`config.mk`:
```
export PLATFORM = sky130hd
export DESIGN_NAME = irq_subsys_top
export DESIGN_NICKNAME = d
export VERILOG_FILES = /design/src/design/irq_pkg.sv /design/src/design/exc_ctrl_if.sv /design/src/design/irq_subsys_top.sv /design/src/design/trap_sequencer.sv /design/src/design/exc_controller.sv /design/src/design/irq_arbiter.sv
export VERILOG_INCLUDE_DIRS = /design/src /design/src/design
export SDC_FILE = /design/constraint.sdc
export NUM_CORES = 1
export LEC_CHECK = 0
export BUFFER_PORTS_ARGS = -buffer_cell sky130_fd_sc_hd__buf_2
export CAP_MARGIN = 20
export CORE_MARGIN = 2
export CORE_UTILIZATION = 54
export CTS_BUF_LIST = sky130_fd_sc_hd__clkbuf_2
export DETAILED_ROUTE_END_ITERATION = 10
export MAX_ROUTING_LAYER = met4
export PLACE_DENSITY = 0.84
export SLEW_MARGIN = 20
export SYNTH_ARGS = -nofsm -noshare
export SYNTH_HDL_FRONTEND = slang
export SYNTH_SLANG_ARGS = --single-unit
```
`constraint.sdc`:
```
create_clock -name clk -period 5.24 [get_ports clk]
set_input_delay 0.262 -clock clk [delete_from_list [all_inputs] [get_ports clk]]
set_output_delay 0.262 -clock clk [all_outputs]
set_load 0.005 [all_outputs]
```
`src/design/irq_defines.svh`:
```
`ifndef IRQ_DEFINES_SVH
`define IRQ_DEFINES_SVH

////////////////////
// interrupt sizing
////////////////////

// number of level-triggered interrupt lines
`define IRQ_NUM 32

// width of an interrupt id, log2 of IRQ_NUM
`define IRQ_ID_W 5

// sequencer cycles between seeing a request and the ack
// models the pipeline drain, must be at least 1
`define ACK_DELAY 2

`endif
```
`src/design/irq_pkg.sv`:
```
package irq_pkg;

  ////////////////////
  // privilege levels
  ////////////////////

  // encodings follow the riscv mstatus.mpp field
  typedef enum logic [1:0] {
    PRIV_U = 2'b00,
    PRIV_M = 2'b11
  } priv_lvl_e;

  ////////////////////
  // fsm states
  ////////////////////

  // exception controller request side
  typedef enum logic [1:0] {
    EXC_IDLE,
    EXC_PENDING,
    EXC_ACK
  } exc_state_e;

  // core-side trap sequencer
  typedef enum logic [2:0] {
    SEQ_RUN,
    SEQ_WAIT,
    SEQ_ACK,
    SEQ_ENTER,
    SEQ_HANDLER
  } seq_state_e;

endpackage

```
`src/design/exc_ctrl_if.sv`:
```
`timescale 1ns/1ns

`include "irq_defines.svh"

interface exc_ctrl_if;

  // request from the exception controller, a level
  logic                 irq_req;
  logic                 irq_sec;
  logic [`IRQ_ID_W-1:0] irq_id;

  // answer from the core controller, single-cycle pulses
  logic                 ack;
  logic                 done;

  // exception controller side
  modport exc (
    output irq_req, irq_sec, irq_id,
    input  ack, done
  );

  // core controller side
  modport core (
    input  irq_req, irq_sec, irq_id,
    output ack, done
  );

endinterface

```
`src/design/irq_subsys_top.sv`:
```
`timescale 1ns/1ns

`include "irq_defines.svh"

module irq_subsys_top
  import irq_pkg::*;
(
  input  logic                 clk,
  input  logic                 rst_n,
  input  logic [`IRQ_NUM-1:0]  irq_lines_i,
  input  logic [`IRQ_NUM-1:0]  sec_mask_i,
  input  logic                 mret_i,
  input  logic                 ie_wr_i,
  input  logic                 m_ie_wdata_i,
  input  logic                 u_ie_wdata_i,
  input  logic                 enter_user_i,
  output logic                 trap_o,
  output logic [`IRQ_ID_W-1:0] trap_id_o,
  output logic                 trap_sec_o,
  output priv_lvl_e            priv_lvl_o,
  output logic                 m_ie_o
);

  // arbiter to exception controller
  logic                 arb_valid;
  logic [`IRQ_ID_W-1:0] arb_id;
  logic                 arb_sec;
  // user enable stays internal
  logic                 u_ie;

  // request / ack / done between controller and sequencer
  exc_ctrl_if ctrl_if ();

  ////////////////////
  // blocks
  ////////////////////

  irq_arbiter irq_arbiter_inst (
    .clk         (clk),
    .rst_n       (rst_n),
    .irq_lines_i (irq_lines_i),
    .sec_mask_i  (sec_mask_i),
    .irq_valid_o (arb_valid),
    .irq_id_o    (arb_id),
    .irq_sec_o   (arb_sec)
  );

  exc_controller exc_controller_inst (
    .clk        (clk),
    .rst_n      (rst_n),
    .ctrl       (ctrl_if.exc),
    .irq_i      (arb_valid),
    .irq_sec_i  (arb_sec),
    .irq_id_i   (arb_id),
    .m_ie_i     (m_ie_o),
    .u_ie_i     (u_ie),
    .priv_lvl_i (priv_lvl_o)
  );

  trap_sequencer trap_sequencer_inst (
    .clk          (clk),
    .rst_n        (rst_n),
    .ctrl         (ctrl_if.core),
    .mret_i       (mret_i),
    .ie_wr_i      (ie_wr_i),
    .m_ie_wdata_i (m_ie_wdata_i),
    .u_ie_wdata_i (u_ie_wdata_i),
    .enter_user_i (enter_user_i),
    .priv_lvl_o   (priv_lvl_o),
    .m_ie_o       (m_ie_o),
    .u_ie_o       (u_ie),
    .trap_o       (trap_o),
    .trap_id_o    (trap_id_o),
    .trap_sec_o   (trap_sec_o)
  );

endmodule

```
`src/design/trap_sequencer.sv`:
```
`timescale 1ns/1ns

`include "irq_defines.svh"

module trap_sequencer
  import irq_pkg::*;
(
  input  logic                 clk,
  input  logic                 rst_n,
  exc_ctrl_if.core             ctrl,
  input  logic                 mret_i,
  input  logic                 ie_wr_i,
  input  logic                 m_ie_wdata_i,
  input  logic                 u_ie_wdata_i,
  input  logic                 enter_user_i,
  output priv_lvl_e            priv_lvl_o,
  output logic                 m_ie_o,
  output logic                 u_ie_o,
  output logic                 trap_o,
  output logic [`IRQ_ID_W-1:0] trap_id_o,
  output logic                 trap_sec_o
);

  // drain counter, counts 0 .. ACK_DELAY-1
  localparam int unsigned          CNT_W    = $clog2(`ACK_DELAY + 1);
  localparam logic [CNT_W-1:0]     CNT_LAST = CNT_W'(`ACK_DELAY - 1);

  seq_state_e       state_q;
  logic [CNT_W-1:0] cnt_q;
  logic             taken;
  logic             enter;
  // previous-state copies, like mstatus.mpie and mpp
  logic             mpie_q;
  priv_lvl_e        ppriv_q;

  ////////////////////
  // handshake
  ////////////////////

  assign ctrl.ack = (state_q == SEQ_ACK);

  // request still high in the ack cycle, so it is ours
  assign taken = ctrl.ack & ctrl.irq_req;

  // trap entry cycle, done and trap go out together
  assign enter     = (state_q == SEQ_ENTER);
  assign ctrl.done = enter;
  assign trap_o    = enter;

  ////////////////////
  // fsm and csr state
  ////////////////////

  always_ff @(posedge clk or negedge rst_n)
  begin
    if (!rst_n)
    begin
      state_q    <= SEQ_RUN;
      cnt_q      <= '0;
      priv_lvl_o <= PRIV_M;
      ppriv_q    <= PRIV_M;
      m_ie_o     <= 1'b0;
      u_ie_o     <= 1'b0;
      mpie_q     <= 1'b0;
    end
    else
    begin
      unique case (state_q)
        SEQ_RUN:
        begin
          // csr writes from software
          if (ie_wr_i)
          begin
            m_ie_o <= m_ie_wdata_i;
            u_ie_o <= u_ie_wdata_i;
          end
          if (enter_user_i)
            priv_lvl_o <= PRIV_U;
          if (ctrl.irq_req)
          begin
            state_q <= SEQ_WAIT;
            cnt_q   <= '0;
          end
        end
        SEQ_WAIT:
        begin
          // pipeline drain, the ack goes out even if the request left
          if (cnt_q == CNT_LAST)
            state_q <= SEQ_ACK;
          else
            cnt_q <= cnt_q + 1'b1;
        end
        SEQ_ACK:
        begin
          if (taken)
          begin
            // push enable and privilege, go to machine mode
            mpie_q     <= m_ie_o;
            ppriv_q    <= priv_lvl_o;
            m_ie_o     <= 1'b0;
            priv_lvl_o <= PRIV_M;
            state_q    <= SEQ_ENTER;
          end
          else
          begin
            state_q <= SEQ_RUN;
          end
        end
        SEQ_ENTER:
        begin
          state_q <= SEQ_HANDLER;
        end
        SEQ_HANDLER:
        begin
          // m_ie is 0 here so no new request can show up
          if (mret_i)
          begin
            m_ie_o     <= mpie_q;
            priv_lvl_o <= ppriv_q;
            state_q    <= SEQ_RUN;
          end
        end
        default:
        begin
          state_q <= SEQ_RUN;
        end
      endcase
    end
  end

  // trap cause, visible from the entry cycle on
  always_ff @(posedge clk)
  begin
    if (taken)
    begin
      trap_id_o  <= ctrl.irq_id;
      trap_sec_o <= ctrl.irq_sec;
    end
  end

endmodule

```
`src/design/exc_controller.sv`:
```
`timescale 1ns/1ns

`include "irq_defines.svh"

module exc_controller
  import irq_pkg::*;
(
  input  logic                 clk,
  input  logic                 rst_n,
  exc_ctrl_if.exc              ctrl,
  input  logic                 irq_i,
  input  logic                 irq_sec_i,
  input  logic [`IRQ_ID_W-1:0] irq_id_i,
  input  logic                 m_ie_i,
  input  logic                 u_ie_i,
  input  priv_lvl_e            priv_lvl_i
);

  exc_state_e           state_q;
  exc_state_e           state_d;
  logic                 irq_en_ext;
  logic                 irq_en_int;
  logic                 sample_en;
  logic                 irq_q;
  logic                 irq_sec_q;
  logic [`IRQ_ID_W-1:0] irq_id_q;

  ////////////////////
  // enable check
  ////////////////////

  // user mode: u_ie or a secure line gets through
  // machine mode: only m_ie matters
  assign irq_en_ext = ((u_ie_i | irq_sec_i) & (priv_lvl_i == PRIV_U)) |
                      (m_ie_i & (priv_lvl_i == PRIV_M));

  // same check on the registered request, csr state may have moved since
  assign irq_en_int = ((u_ie_i | irq_sec_q) & (priv_lvl_i == PRIV_U)) |
                      (m_ie_i & (priv_lvl_i == PRIV_M));

  // sample the request until it is acked, then hold it for the core
  assign sample_en = (state_q != EXC_ACK);

  assign ctrl.irq_id  = irq_id_q;
  assign ctrl.irq_sec = irq_sec_q;

  always_ff @(posedge clk or negedge rst_n)
  begin
    if (!rst_n)
    begin
      state_q <= EXC_IDLE;
      irq_q   <= 1'b0;
    end
    else
    begin
      state_q <= state_d;
      if (sample_en)
        irq_q <= irq_i;
    end
  end

  // payload copy of the winner, frozen from the ack onward
  always_ff @(posedge clk)
  begin
    if (sample_en)
    begin
      irq_sec_q <= irq_sec_i;
      irq_id_q  <= irq_id_i;
    end
  end

  ////////////////////
  // request fsm
  ////////////////////

  always_comb
  begin
    state_d      = state_q;
    ctrl.irq_req = 1'b0;
    unique case (state_q)
      EXC_IDLE:
      begin
        if (irq_i && irq_en_ext)
          state_d = EXC_PENDING;
      end
      EXC_PENDING:
      begin
        // keep asking only while still enabled
        if (irq_q && irq_en_int)
        begin
          ctrl.irq_req = 1'b1;
          if (ctrl.ack)
            state_d = EXC_ACK;
        end
        else if (ctrl.ack)
        begin
          // core acked a request that went away, drop it
          state_d = EXC_IDLE;
        end
      end
      EXC_ACK:
      begin
        if (ctrl.done)
          state_d = EXC_IDLE;
      end
      default:
      begin
        state_d = EXC_IDLE;
      end
    endcase
  end

endmodule

```
`src/design/irq_arbiter.sv`:
```
`timescale 1ns/1ns

`include "irq_defines.svh"

module irq_arbiter (
  input  logic                 clk,
  input  logic                 rst_n,
  input  logic [`IRQ_NUM-1:0]  irq_lines_i,
  input  logic [`IRQ_NUM-1:0]  sec_mask_i,
  output logic                 irq_valid_o,
  output logic [`IRQ_ID_W-1:0] irq_id_o,
  output logic                 irq_sec_o
);

  logic                 any_d;
  logic [`IRQ_ID_W-1:0] id_d;
  logic                 sec_d;

  // any line active at all
  assign any_d = |irq_lines_i;

  // fixed priority, lowest index wins
  // scan from the top so the last hit is the lowest line
  always_comb
  begin
    id_d  = '0;
    sec_d = 1'b0;
    for (int i = `IRQ_NUM - 1; i >= 0; i--)
    begin
      if (irq_lines_i[i])
      begin
        id_d  = i[`IRQ_ID_W-1:0];
        sec_d = sec_mask_i[i];
      end
    end
  end

  // valid flag
  always_ff @(posedge clk or negedge rst_n)
  begin
    if (!rst_n)
      irq_valid_o <= 1'b0;
    else
      irq_valid_o <= any_d;
  end

  // winner id and its secure bit, only meaningful with valid
  always_ff @(posedge clk)
  begin
    irq_id_o  <= id_d;
    irq_sec_o <= sec_d;
  end

endmodule

```
==> results.md, run 1 <==
- Upper clock frequency limit: roughly 520 MHz
- Hold Violations, Final: 0
- Cell variety after synth: 55
- Synthesized-area fraction occupied by adder cells: 0.6177%
- Via density per instance: roughly 5.6
- First-pass GRT wire length: ~7600 microns
- Antenna violations before repair: 0
- Post-detailed-placement half-perimeter wirelength: between 3000 and 4000 microns
- Static Leak: roughly 1.1 nW
- Final setup violating endpoints: 0
- Worst min-delay path class: input port to flop
- Share of the core filled with cells in the final layout: a little over two thirds
- Most frequent cells after synthesis: 23 x sky130_fd_sc_hd__nor2_1, 20 x sky130_fd_sc_hd__a21oi_1, 16 x sky130_fd_sc_hd__inv_1, 15 x sky130_fd_sc_hd__nand2_1
- Cell type with the largest total area after synthesis: sky130_fd_sc_hd__edfxtp_1
- Congestion Overflow GR: 0
- # H-tree levels: 2
- Chip width: 65.25 microns
- Post-synth net total: about 300
- Clock period minus worst slack: 1934 ps
- I/O pin cnt: between 80 and 90
- PostCTS Resize Cnt: 0
- Maximum number of pins on one net before global-route repair: 17
- Synthesized-area fraction occupied by and/or/nand/nor cells: between 20% and 30%
- Worst slew slack as a fraction of its limit: 64.77%
- Setup_tns: 0 ps
- Clock tree from TritonCTS: built
- Site Rows: 22
- Post-synthesis to final-layout area growth: 24.58%
- Register area share after synthesis: 43.73%
- Capturing element type of the critical path: flop
- Unrepaired setup endpoints after global routing: false
- Pre-antenna DRT Iters: 4
- Starting utilization of the core area: between 50% and 60%
- Fraction of final layout cells with drive strength greater than 1: between 30% and 40%
- Number of nets with antenna violations after detailed routing: 0
- Main area contributors after synthesis: sky130_fd_sc_hd__edfxtp_1 18%, sky130_fd_sc_hd__dfrtp_1 15%, sky130_fd_sc_hd__dfxtp_1 5.9%, sky130_fd_sc_hd__dfstp_2 5.2%, sky130_fd_sc_hd__a21oi_1 4.9%
- Number of diodes added for antenna fixing: 0
- Startpoint types: flop
- Total detailed-routing wirelength: 4535 microns
- Worst clock skew: roughly 10 ps
- Number of enable-type register cells in the synthesized netlist: 12
- Root buf cell: sky130_fd_sc_hd__clkbuf_2
- Combined flip-flop and latch cell area: about 890 sq um
- Clock transition at the registers of the reported paths: around 150 ps
- Inserted Clock Buffers: 5
- Post-Synthesis Cell Area: ~0.002 sq mm
- Vertical die dimension: 65.25 microns
- Post-synth top area share: roughly 18%
- Required time of the worst setup path: roughly 5500 ps
- Number of flip-flops and latches in the synthesized netlist: 34
- Synthesized area divided by synthesized cell count: 9.125 sq um
- Area used by multi-input combinational logic: approximately 0.0011 sq mm
- IR Drop Worst-Case VDD: roughly 150 uV
- DRC marker count from the first detailed-route iteration: about 120
- Most numerous cell in the Yosys netlist: sky130_fd_sc_hd__nor2_1
- WL per Instance: 12.74 microns
- Area inside the core boundary: 0.003633 sq mm
- Status: finished, final reports clean
- TritonCTS sink count: 34
- Area after detailed placement: about 0.0025 sq mm
- Yosys warning total: 0
- Compound-cell area share of the yosys netlist: 25.51%
- Number of port buffers: 80
- Share of the clock period used by the worst path after layout: roughly 37%
- Async set or reset register ratio after synthesis: between 40% and 50%
- Number of filler instances in the final layout: between 300 and 400
- Reg2Reg Depth: 5
- GP Congestion: around 0.80
- Dominant combinational cell family by area after synthesis: compound AO/OA/AOI/OAI gates
- Total non-filler cell area in the finished layout: between 0.002 and 0.003 sq mm
- Worst slew pin tran: between 500 and 600 ps
- Most used DFF post-synth: sky130_fd_sc_hd__edfxtp_1
- Total power divided by cell area: about 320 mW/mm^2
- Skew-Pair Late Insertion Delay: between 300 and 400 ps
- Share of synthesized area spent on multiplexers: 4.324%
- Xor and xnor fraction of the mapped netlist area: 0%
- Count of vias placed by the detailed router: 1992
- Final-stage net count: ~380
- Hold depth: 2
- Count of max-cap constraint violations: 0
- Worst endpoint data arrival time: roughly 2200 ps
- Kind of critical path: flop to flop
- Post-Synthesis Cells: between 200 and 250
- Number of buffers on the longest clock path: 2
- Fin. max-slew vios: 0
- Via count of the first global-routing pass: approximately 1.8k
- Critical path peak fanout: 7
- Overall fraction of global-route tracks in use: 23.26%
- Die outline area: approximately 0.0043 sq mm
- Drc violations: 0
## logic make-up (layout without fill, tap and decap cells)
kind of cell,after synthesis,in the layout
AND/OR/NAND/NOR,82,82
AO/OA/AOI/OAI,76,76
buffers and inverters,21,107
flip-flops,34,34
multiplexers,8,8
adder cells (fa/ha/maj),1,1
## state kept, by name, indices dropped and copies added, names as in the netlist
name	cells
trap_sequencer_inst.state_q	3
trap_sequencer_inst.mpie_q	1
exc_controller_inst.ctrl.irq_sec	1
irq_arbiter_inst.irq_id_o	5
exc_controller_inst.ctrl.irq_id	5
trap_sequencer_inst.ppriv_q	2
exc_controller_inst.irq_q	1
trap_sequencer_inst.m_ie_o	1
exc_controller_inst.state_q	2
irq_arbiter_inst.irq_valid_o	1
irq_arbiter_inst.irq_sec_o	1
trap_sequencer_inst.priv_lvl_o	2
trap_sequencer_inst.trap_id_o	5
trap_sequencer_inst.cnt_q	2
trap_sequencer_inst.trap_sec_o	1
trap_sequencer_inst.u_ie_o	1
## critical path, cell delays in order (launching register included)
cell,delay (ps)
sky130_fd_sc_hd__dfstp_2,630
sky130_fd_sc_hd__nand3_1,130
sky130_fd_sc_hd__o31ai_2,110
sky130_fd_sc_hd__nand2_1,180
sky130_fd_sc_hd__or3_1,470
sky130_fd_sc_hd__mux2_1,330
## final cells by class
class                           instances  area share, %
Tap cell                               48          2.380
Timing Repair Buffer                   81          16.26
Clock buffer                            6          1.190
Clock inverter                          2         0.3471
Multi-Input combinational cell        167          42.04
Inverter                               18          2.677
Sequential cell                        34          35.10
## per-stage QoR
step	total power [W]	std cells	setup slack (ps)	hold WS (ps)
2_1_floorplan	0.0006042	222	3472	-33.59
3_3_place_gp	0.0006963	347	3412	188.0
3_5_place_dp	0.0007098	347	3315	197.3
4_1_cts	0.0008255	356	3299	86.29
5_1_grt	0.0008822	356	3188	93.60
6_report	0.0008198	356	3306	96.62
## layer usage
layer  wire length (microns)  GRT usage [%]  vias up  share of wire, %
met4                      52          7.813        0               1.1
met1                    1905          26.42      899                42
met3                     298          4.795        7               6.6
met2                    2278          40.94       77                50
li1                        -              -     1009                 -
met5                       0              -        -                 0
## power breakdown
| part | total [W] | switching (W) | internal (W) | leakage, nW |
|---|---|---|---|---|
| Sequential | 0.000406 | 0.0000632 | 0.000343 | 0.358 |
| Combinational | 0.000301 | 0.000156 | 0.000145 | 0.761 |
| Clock | 0.000113 | 0.0000799 | 0.0000328 | 0.0304 |
| Total | 0.000820 | 0.000299 | 0.000521 | 1.15 |
## layout by cell type (no fill, tap or decap), drive strengths merged, types with 3 or more instances in the layout
cell type	n
a211oi	4
a21o	3
a21oi	20
a221oi	4
a22o	3
a31oi	4
buf	80
clkbuf	6
dfrtp	12
dfstp	4
dfxtp	6
edfxtp	12
inv	18
mux2	6
nand2	15
nand2b	4
nand3	4
nand3b	4
nor2	23
nor2b	7
nor3	5
nor3b	3
nor4	4
o21ai	12
o31ai	7
## what timing repair did
action                                 CTS  global route
endpoints found under the hold margin   12             0
setup buffers                            0             0
setup endpoints to repair                0             0
hold buffers                             1             0
## path summary, 6_finish.rpt
check / slack (ps) / start / endpoint
hold reg to reg: 420 / irq_arbiter_inst.irq_id_o[1] / exc_controller_inst.ctrl.irq_id[1]
max in group asynchronous: 4600 / rst_n / trap_sequencer_inst.priv_lvl_o[0]
hold / removal: 100 / u_ie_wdata_i / trap_sequencer_inst.u_ie_o
setup / recovery: 3310 / trap_sequencer_inst.priv_lvl_o[1] / trap_sequencer_inst.mpie_q
setup reg to reg: 3310 / trap_sequencer_inst.priv_lvl_o[1] / trap_sequencer_inst.mpie_q
min in group asynchronous: 320 / rst_n / trap_sequencer_inst.cnt_q[1]
No activity file was read; power rests on OpenSTA's default activity.
==> run 2, diff against run 1 <==
--- a/config.mk
+++ b/config.mk
@@ -6,14 +6,15 @@
 export SDC_FILE = /design/constraint.sdc
 export NUM_CORES = 1
 export LEC_CHECK = 0
+export ABC_AREA = 1
 export BUFFER_PORTS_ARGS = -buffer_cell sky130_fd_sc_hd__buf_2
 export CAP_MARGIN = 20
 export CORE_MARGIN = 2
-export CORE_UTILIZATION = 54
+export CORE_UTILIZATION = 51
 export CTS_BUF_LIST = sky130_fd_sc_hd__clkbuf_2
 export DETAILED_ROUTE_END_ITERATION = 10
 export MAX_ROUTING_LAYER = met4
-export PLACE_DENSITY = 0.84
+export PLACE_DENSITY = 0.79
 export SLEW_MARGIN = 20
 export SYNTH_ARGS = -nofsm -noshare
 export SYNTH_HDL_FRONTEND = slang
==> constraint.sdc (replaced) <==
create_clock -name clk -period 1.9 [get_ports clk]
set_input_delay 0.095 -clock clk [delete_from_list [all_inputs] [get_ports clk]]
set_output_delay 0.095 -clock clk [all_outputs]
set_load 0.005 [all_outputs]
==> results.md, run 2 <==
- Status: finished, final reports clean
- Die outline area: 0.004656 sq mm (+9.4%)
- Number of buffers on the longest clock path: 2 (unchanged)
- Hold Violations, Final: 0 (unchanged)
- Power consumption: 0.002395 W (+190%)
- Total power divided by cell area: 873.2 mW/mm^2 (+170%)
- Static Leak: 1.464 nW (+27%)
- Capturing element type of the critical path: flop
- Number of nets with antenna violations after detailed routing: 0 (unchanged)
- DRC marker count from the first detailed-route iteration: 103 (-16%)
- Via count of the first global-routing pass: 1743 (-5.2%)
- Most frequent cells after synthesis: 94 x sky130_fd_sc_hd__nand2_1, 42 x sky130_fd_sc_hd__nor2_1, 39 x sky130_fd_sc_hd__inv_1, 12 x sky130_fd_sc_hd__dfrtp_1, 12 x sky130_fd_sc_hd__edfxtp_1
- Most common cell after layout, fill and taps aside: sky130_fd_sc_hd__nand2_1
- Final-stage net count: 460 (+21%)
- Endpoint of the worst register-to-register path: trap_sequencer_inst.priv_lvl_o[1]
- Leading cell types in the layout, fill and taps excluded: 94 x sky130_fd_sc_hd__nand2_1, 80 x sky130_fd_sc_hd__buf_2, 42 x sky130_fd_sc_hd__nor2_1, 39 x sky130_fd_sc_hd__inv_1
- Hold Path End: irq_arbiter_inst.irq_id_o[1]
- Vertical die dimension: 68.24 microns (+4.6%)
- Number of diodes added for antenna fixing: 0 (unchanged)
- Drc violations: 0 (unchanged)
- Yosys warning total: 0 (unchanged)
- Post-synthesis to final-layout area growth: 30.32%
- Async set or reset register ratio after synthesis: 47.06% (unchanged)
- Pre-antenna DRT Iters: 4 (unchanged)
- I/O pin cnt: 81 (unchanged)
- Worst setup margin: 219.0 ps (-3087 ps)
- Worst-case setup slack after placement: -76.37 ps (-3392 ps)
- Area inside the core boundary: 0.003971 sq mm (+9.3%)
- Worst clock skew: 22.96 ps (+12.96 ps)
- Site Rows: 23 (+4.5%)
- TritonCTS sink count: 34 (unchanged)
- Main area contributors after synthesis: sky130_fd_sc_hd__edfxtp_1 17%, sky130_fd_sc_hd__nand2_1 17%, sky130_fd_sc_hd__dfrtp_1 14%, sky130_fd_sc_hd__nor2_1 7.5%, sky130_fd_sc_hd__inv_1 7.0%
- Most used DFF post-synth: sky130_fd_sc_hd__edfxtp_1
- Worst slew pin tran: 352.2 ps (-162.9 ps)
- Upper clock frequency limit: 594.9 MHz (+15%)
- Fin. max-slew vios: 0 (unchanged)
- Required time of the worst setup path: 2220 ps (-3290 ps)
- # H-tree levels: 2 (unchanged)
- Starting utilization of the core area: 52.99% (-2.8 points)
- Worst slew slack as a fraction of its limit: 76.52% (+12 points)
- Beginning of the worst register-to-register path: trap_sequencer_inst.priv_lvl_o[1]
- Number of port buffers: 80 (unchanged)
- Final setup violating endpoints: 0 (unchanged)
- IR Drop Worst-Case VDD: 327.8 uV (+120%)
- Number of flip-flops and latches in the synthesized netlist: 34 (unchanged)
- Critical path peak fanout: 5 (-2)
- Clock period minus worst slack: 1681 ps (-252.7 ps)
- Slack of the worst reg-to-reg path: 220 ps (-3090 ps)
- Share of the core filled with cells in the final layout: 69.06% (-0.39 points)
- Count of max-cap constraint violations: 0 (unchanged)
- Hold depth: 4 (+2)
- Via density per instance: 4.683 (-16%)
- CP top delay family: simple AND/OR/NAND/NOR gates
- Count of vias placed by the detailed router: 2056 (+3.2%)
- Startpoint types: flop
- Number of filler instances in the final layout: 346 (+12%)
- Cell variety after synth: 28 (-49%)
- GP Congestion: 0.8062 (+0.29%)
- Register area share after synthesis: 42.09% (-1.6 points)
- Reg2Reg Depth: 7 (+2)
- Chip width: 68.24 microns (+4.6%)
- Number of enable-type register cells in the synthesized netlist: 12 (unchanged)
- Critical path cell sequence: nand3_1 -> nand2_1 -> nand3_1 -> nand2_1 -> o21ai_1 -> nor2_1 -> mux2_1
- Most numerous cell in the Yosys netlist: sky130_fd_sc_hd__nand2_1
- Post-synth top area share: 17.12% (-0.67 points)
- First-pass GRT wire length: 6734 microns (-11%)
- Critical Path Slowest Stage Cell: sky130_fd_sc_hd__dfstp_2
- CP peak stage delay: 600 ps (-30 ps)
- Kind of critical path: flop to flop
- Post-Synthesis Cell Area: 0.002105 sq mm (+3.9%)
- Clock tree from TritonCTS: built
- Skew-Pair Late Insertion Delay: 370 ps (about the same)
- Inserted Clock Buffers: 5 (unchanged)
- Overall fraction of global-route tracks in use: 19.30% (-4.0 points)
- Total detailed-routing wirelength: 4227 microns (-6.8%)
- Root buf cell: sky130_fd_sc_hd__clkbuf_2
- Synthesized area divided by synthesized cell count: 7.257 sq um (-20%)
- Post-detailed-placement half-perimeter wirelength: 3424 microns (-7.9%)
- Congestion Overflow GR: 0 (unchanged)
- Hold Startpoint: irq_lines_i[5]
- Fraction of final layout cells with drive strength greater than 1: 29.56% (-2.3 points)
- WL per Instance: 9.629 microns (-24%)
- Share of the clock period used by the worst path after layout: 88.47% (+52 points)
- Worst min-delay path class: input port to flop
- Setup Fix Bufs, Post-CTS: 0 (unchanged)
- Antenna violations before repair: 0 (unchanged)
- Number of buffers and inverters on the critical path: 0 (unchanged)
- Cell type with the largest total area after synthesis: sky130_fd_sc_hd__edfxtp_1
- Post-synth net total: 362 (+23%)
- Unrepaired setup endpoints after global routing: false
- Post-Synthesis Cells: 290 (+31%)
- Worst endpoint data arrival time: 2010 ps (-190 ps)
- Maximum number of pins on one net before global-route repair: 17 (unchanged)
- Clock transition at the registers of the reported paths: 180 ps (+30 ps)
==> run 2: cell count changes after synthesis, moves of 5 or more <==
cell,previous run,this run
sky130_fd_sc_hd__a21oi_1,20,9
sky130_fd_sc_hd__bufinv_8,0,5
sky130_fd_sc_hd__inv_1,16,39
sky130_fd_sc_hd__nand2_1,15,94
sky130_fd_sc_hd__nor2_1,23,42
sky130_fd_sc_hd__nor2b_1,7,0
sky130_fd_sc_hd__o21a_1,1,6
sky130_fd_sc_hd__or2_2,0,5
==> run 2: final cells by class <==
type                            count  area (sq um)  share of cell area, %
Clock buffer                        5         25.02                 0.9124
Timing Repair Buffer               91         500.5                  18.25
Tap cell                           50         62.56                  2.281
Multi-Input combinational cell    207         970.9                  35.40
Inverter                           49         252.7                  9.215
Sequential cell                    34         885.9                  32.30
Clock inverter                      3         45.04                  1.642
==> run 2: power breakdown <==
part / switching, W / internal [W]
Combinational: 0.000486 / 0.000379
Sequential: 0.000105 / 0.000959
Clock: 0.000244 / 0.000222
Total: 0.000835 / 0.00156
==> run 2: repair_timing <==
| action | in CTS | in global routing |
|---|---|---|
| setup endpoints to repair | 0 | 1 |
| hold buffers | 7 | 0 |
| hold endpoints to repair | 20 | 0 |
| resized for setup | 0 | 1 |
==> run 2: per-layer routing <==
metal,GRT usage [%],wire length (microns)
met2,33.25,2063
met4,7.000,36
met1,23.10,1925
met3,2.467,203
met5,-,0
==> run 2: worst max-delay path by stage <==
stage,startpoint,slack [ps],end,depth (start not counted)
floorplan,trap_sequencer_inst.priv_lvl_o[1],250,trap_sequencer_inst.trap_id_o[0],4
detailed placement,irq_lines_i[27],-80,irq_arbiter_inst.irq_sec_o,31
finish,trap_sequencer_inst.priv_lvl_o[1],220,trap_sequencer_inst.priv_lvl_o[1],7
global route,irq_lines_i[30],20,irq_arbiter_inst.irq_sec_o,34
CTS,trap_sequencer_inst.priv_lvl_o[1],230,trap_sequencer_inst.priv_lvl_o[1],7
global placement,irq_lines_i[27],-50,irq_arbiter_inst.irq_sec_o,31
==> run 2: kinds of logic (layout without fill, tap and decap cells) <==
family	Yosys count	after routing	synth area share [%]
mux	5	5	2.616
compound gates	40	40	11.47
buf+inv	49	148	12.01
fa+ha+maj	1	1	0.5944
simple gates	161	161	31.21
flops	34	34	42.09
==> run 2: worst min-delay path: cells and delay by family <==
family	cells	cell delay [ps]
AND/OR/NAND/NOR	2	110
buffers and inverters	1	100
AO/OA/AOI/OAI	1	50
==> run 2: through the flow <==
| stage | instances | TNS [ps] | instance area, sq um | hold slack, ps |
|---|---|---|---|---|
| floorplan | 290 | 0 | 2105 | -200.6 |
| finish | 439 | 0 | 2743 | 31.42 |
| CTS | 439 | 0 | 2738 | 10.08 |
| global route | 439 | 0 | 2743 | 15.75 |
| global placement | 424 | -51.06 | 2597 | 19.77 |
| detailed placement | 424 | -76.37 | 2597 | 27.24 |
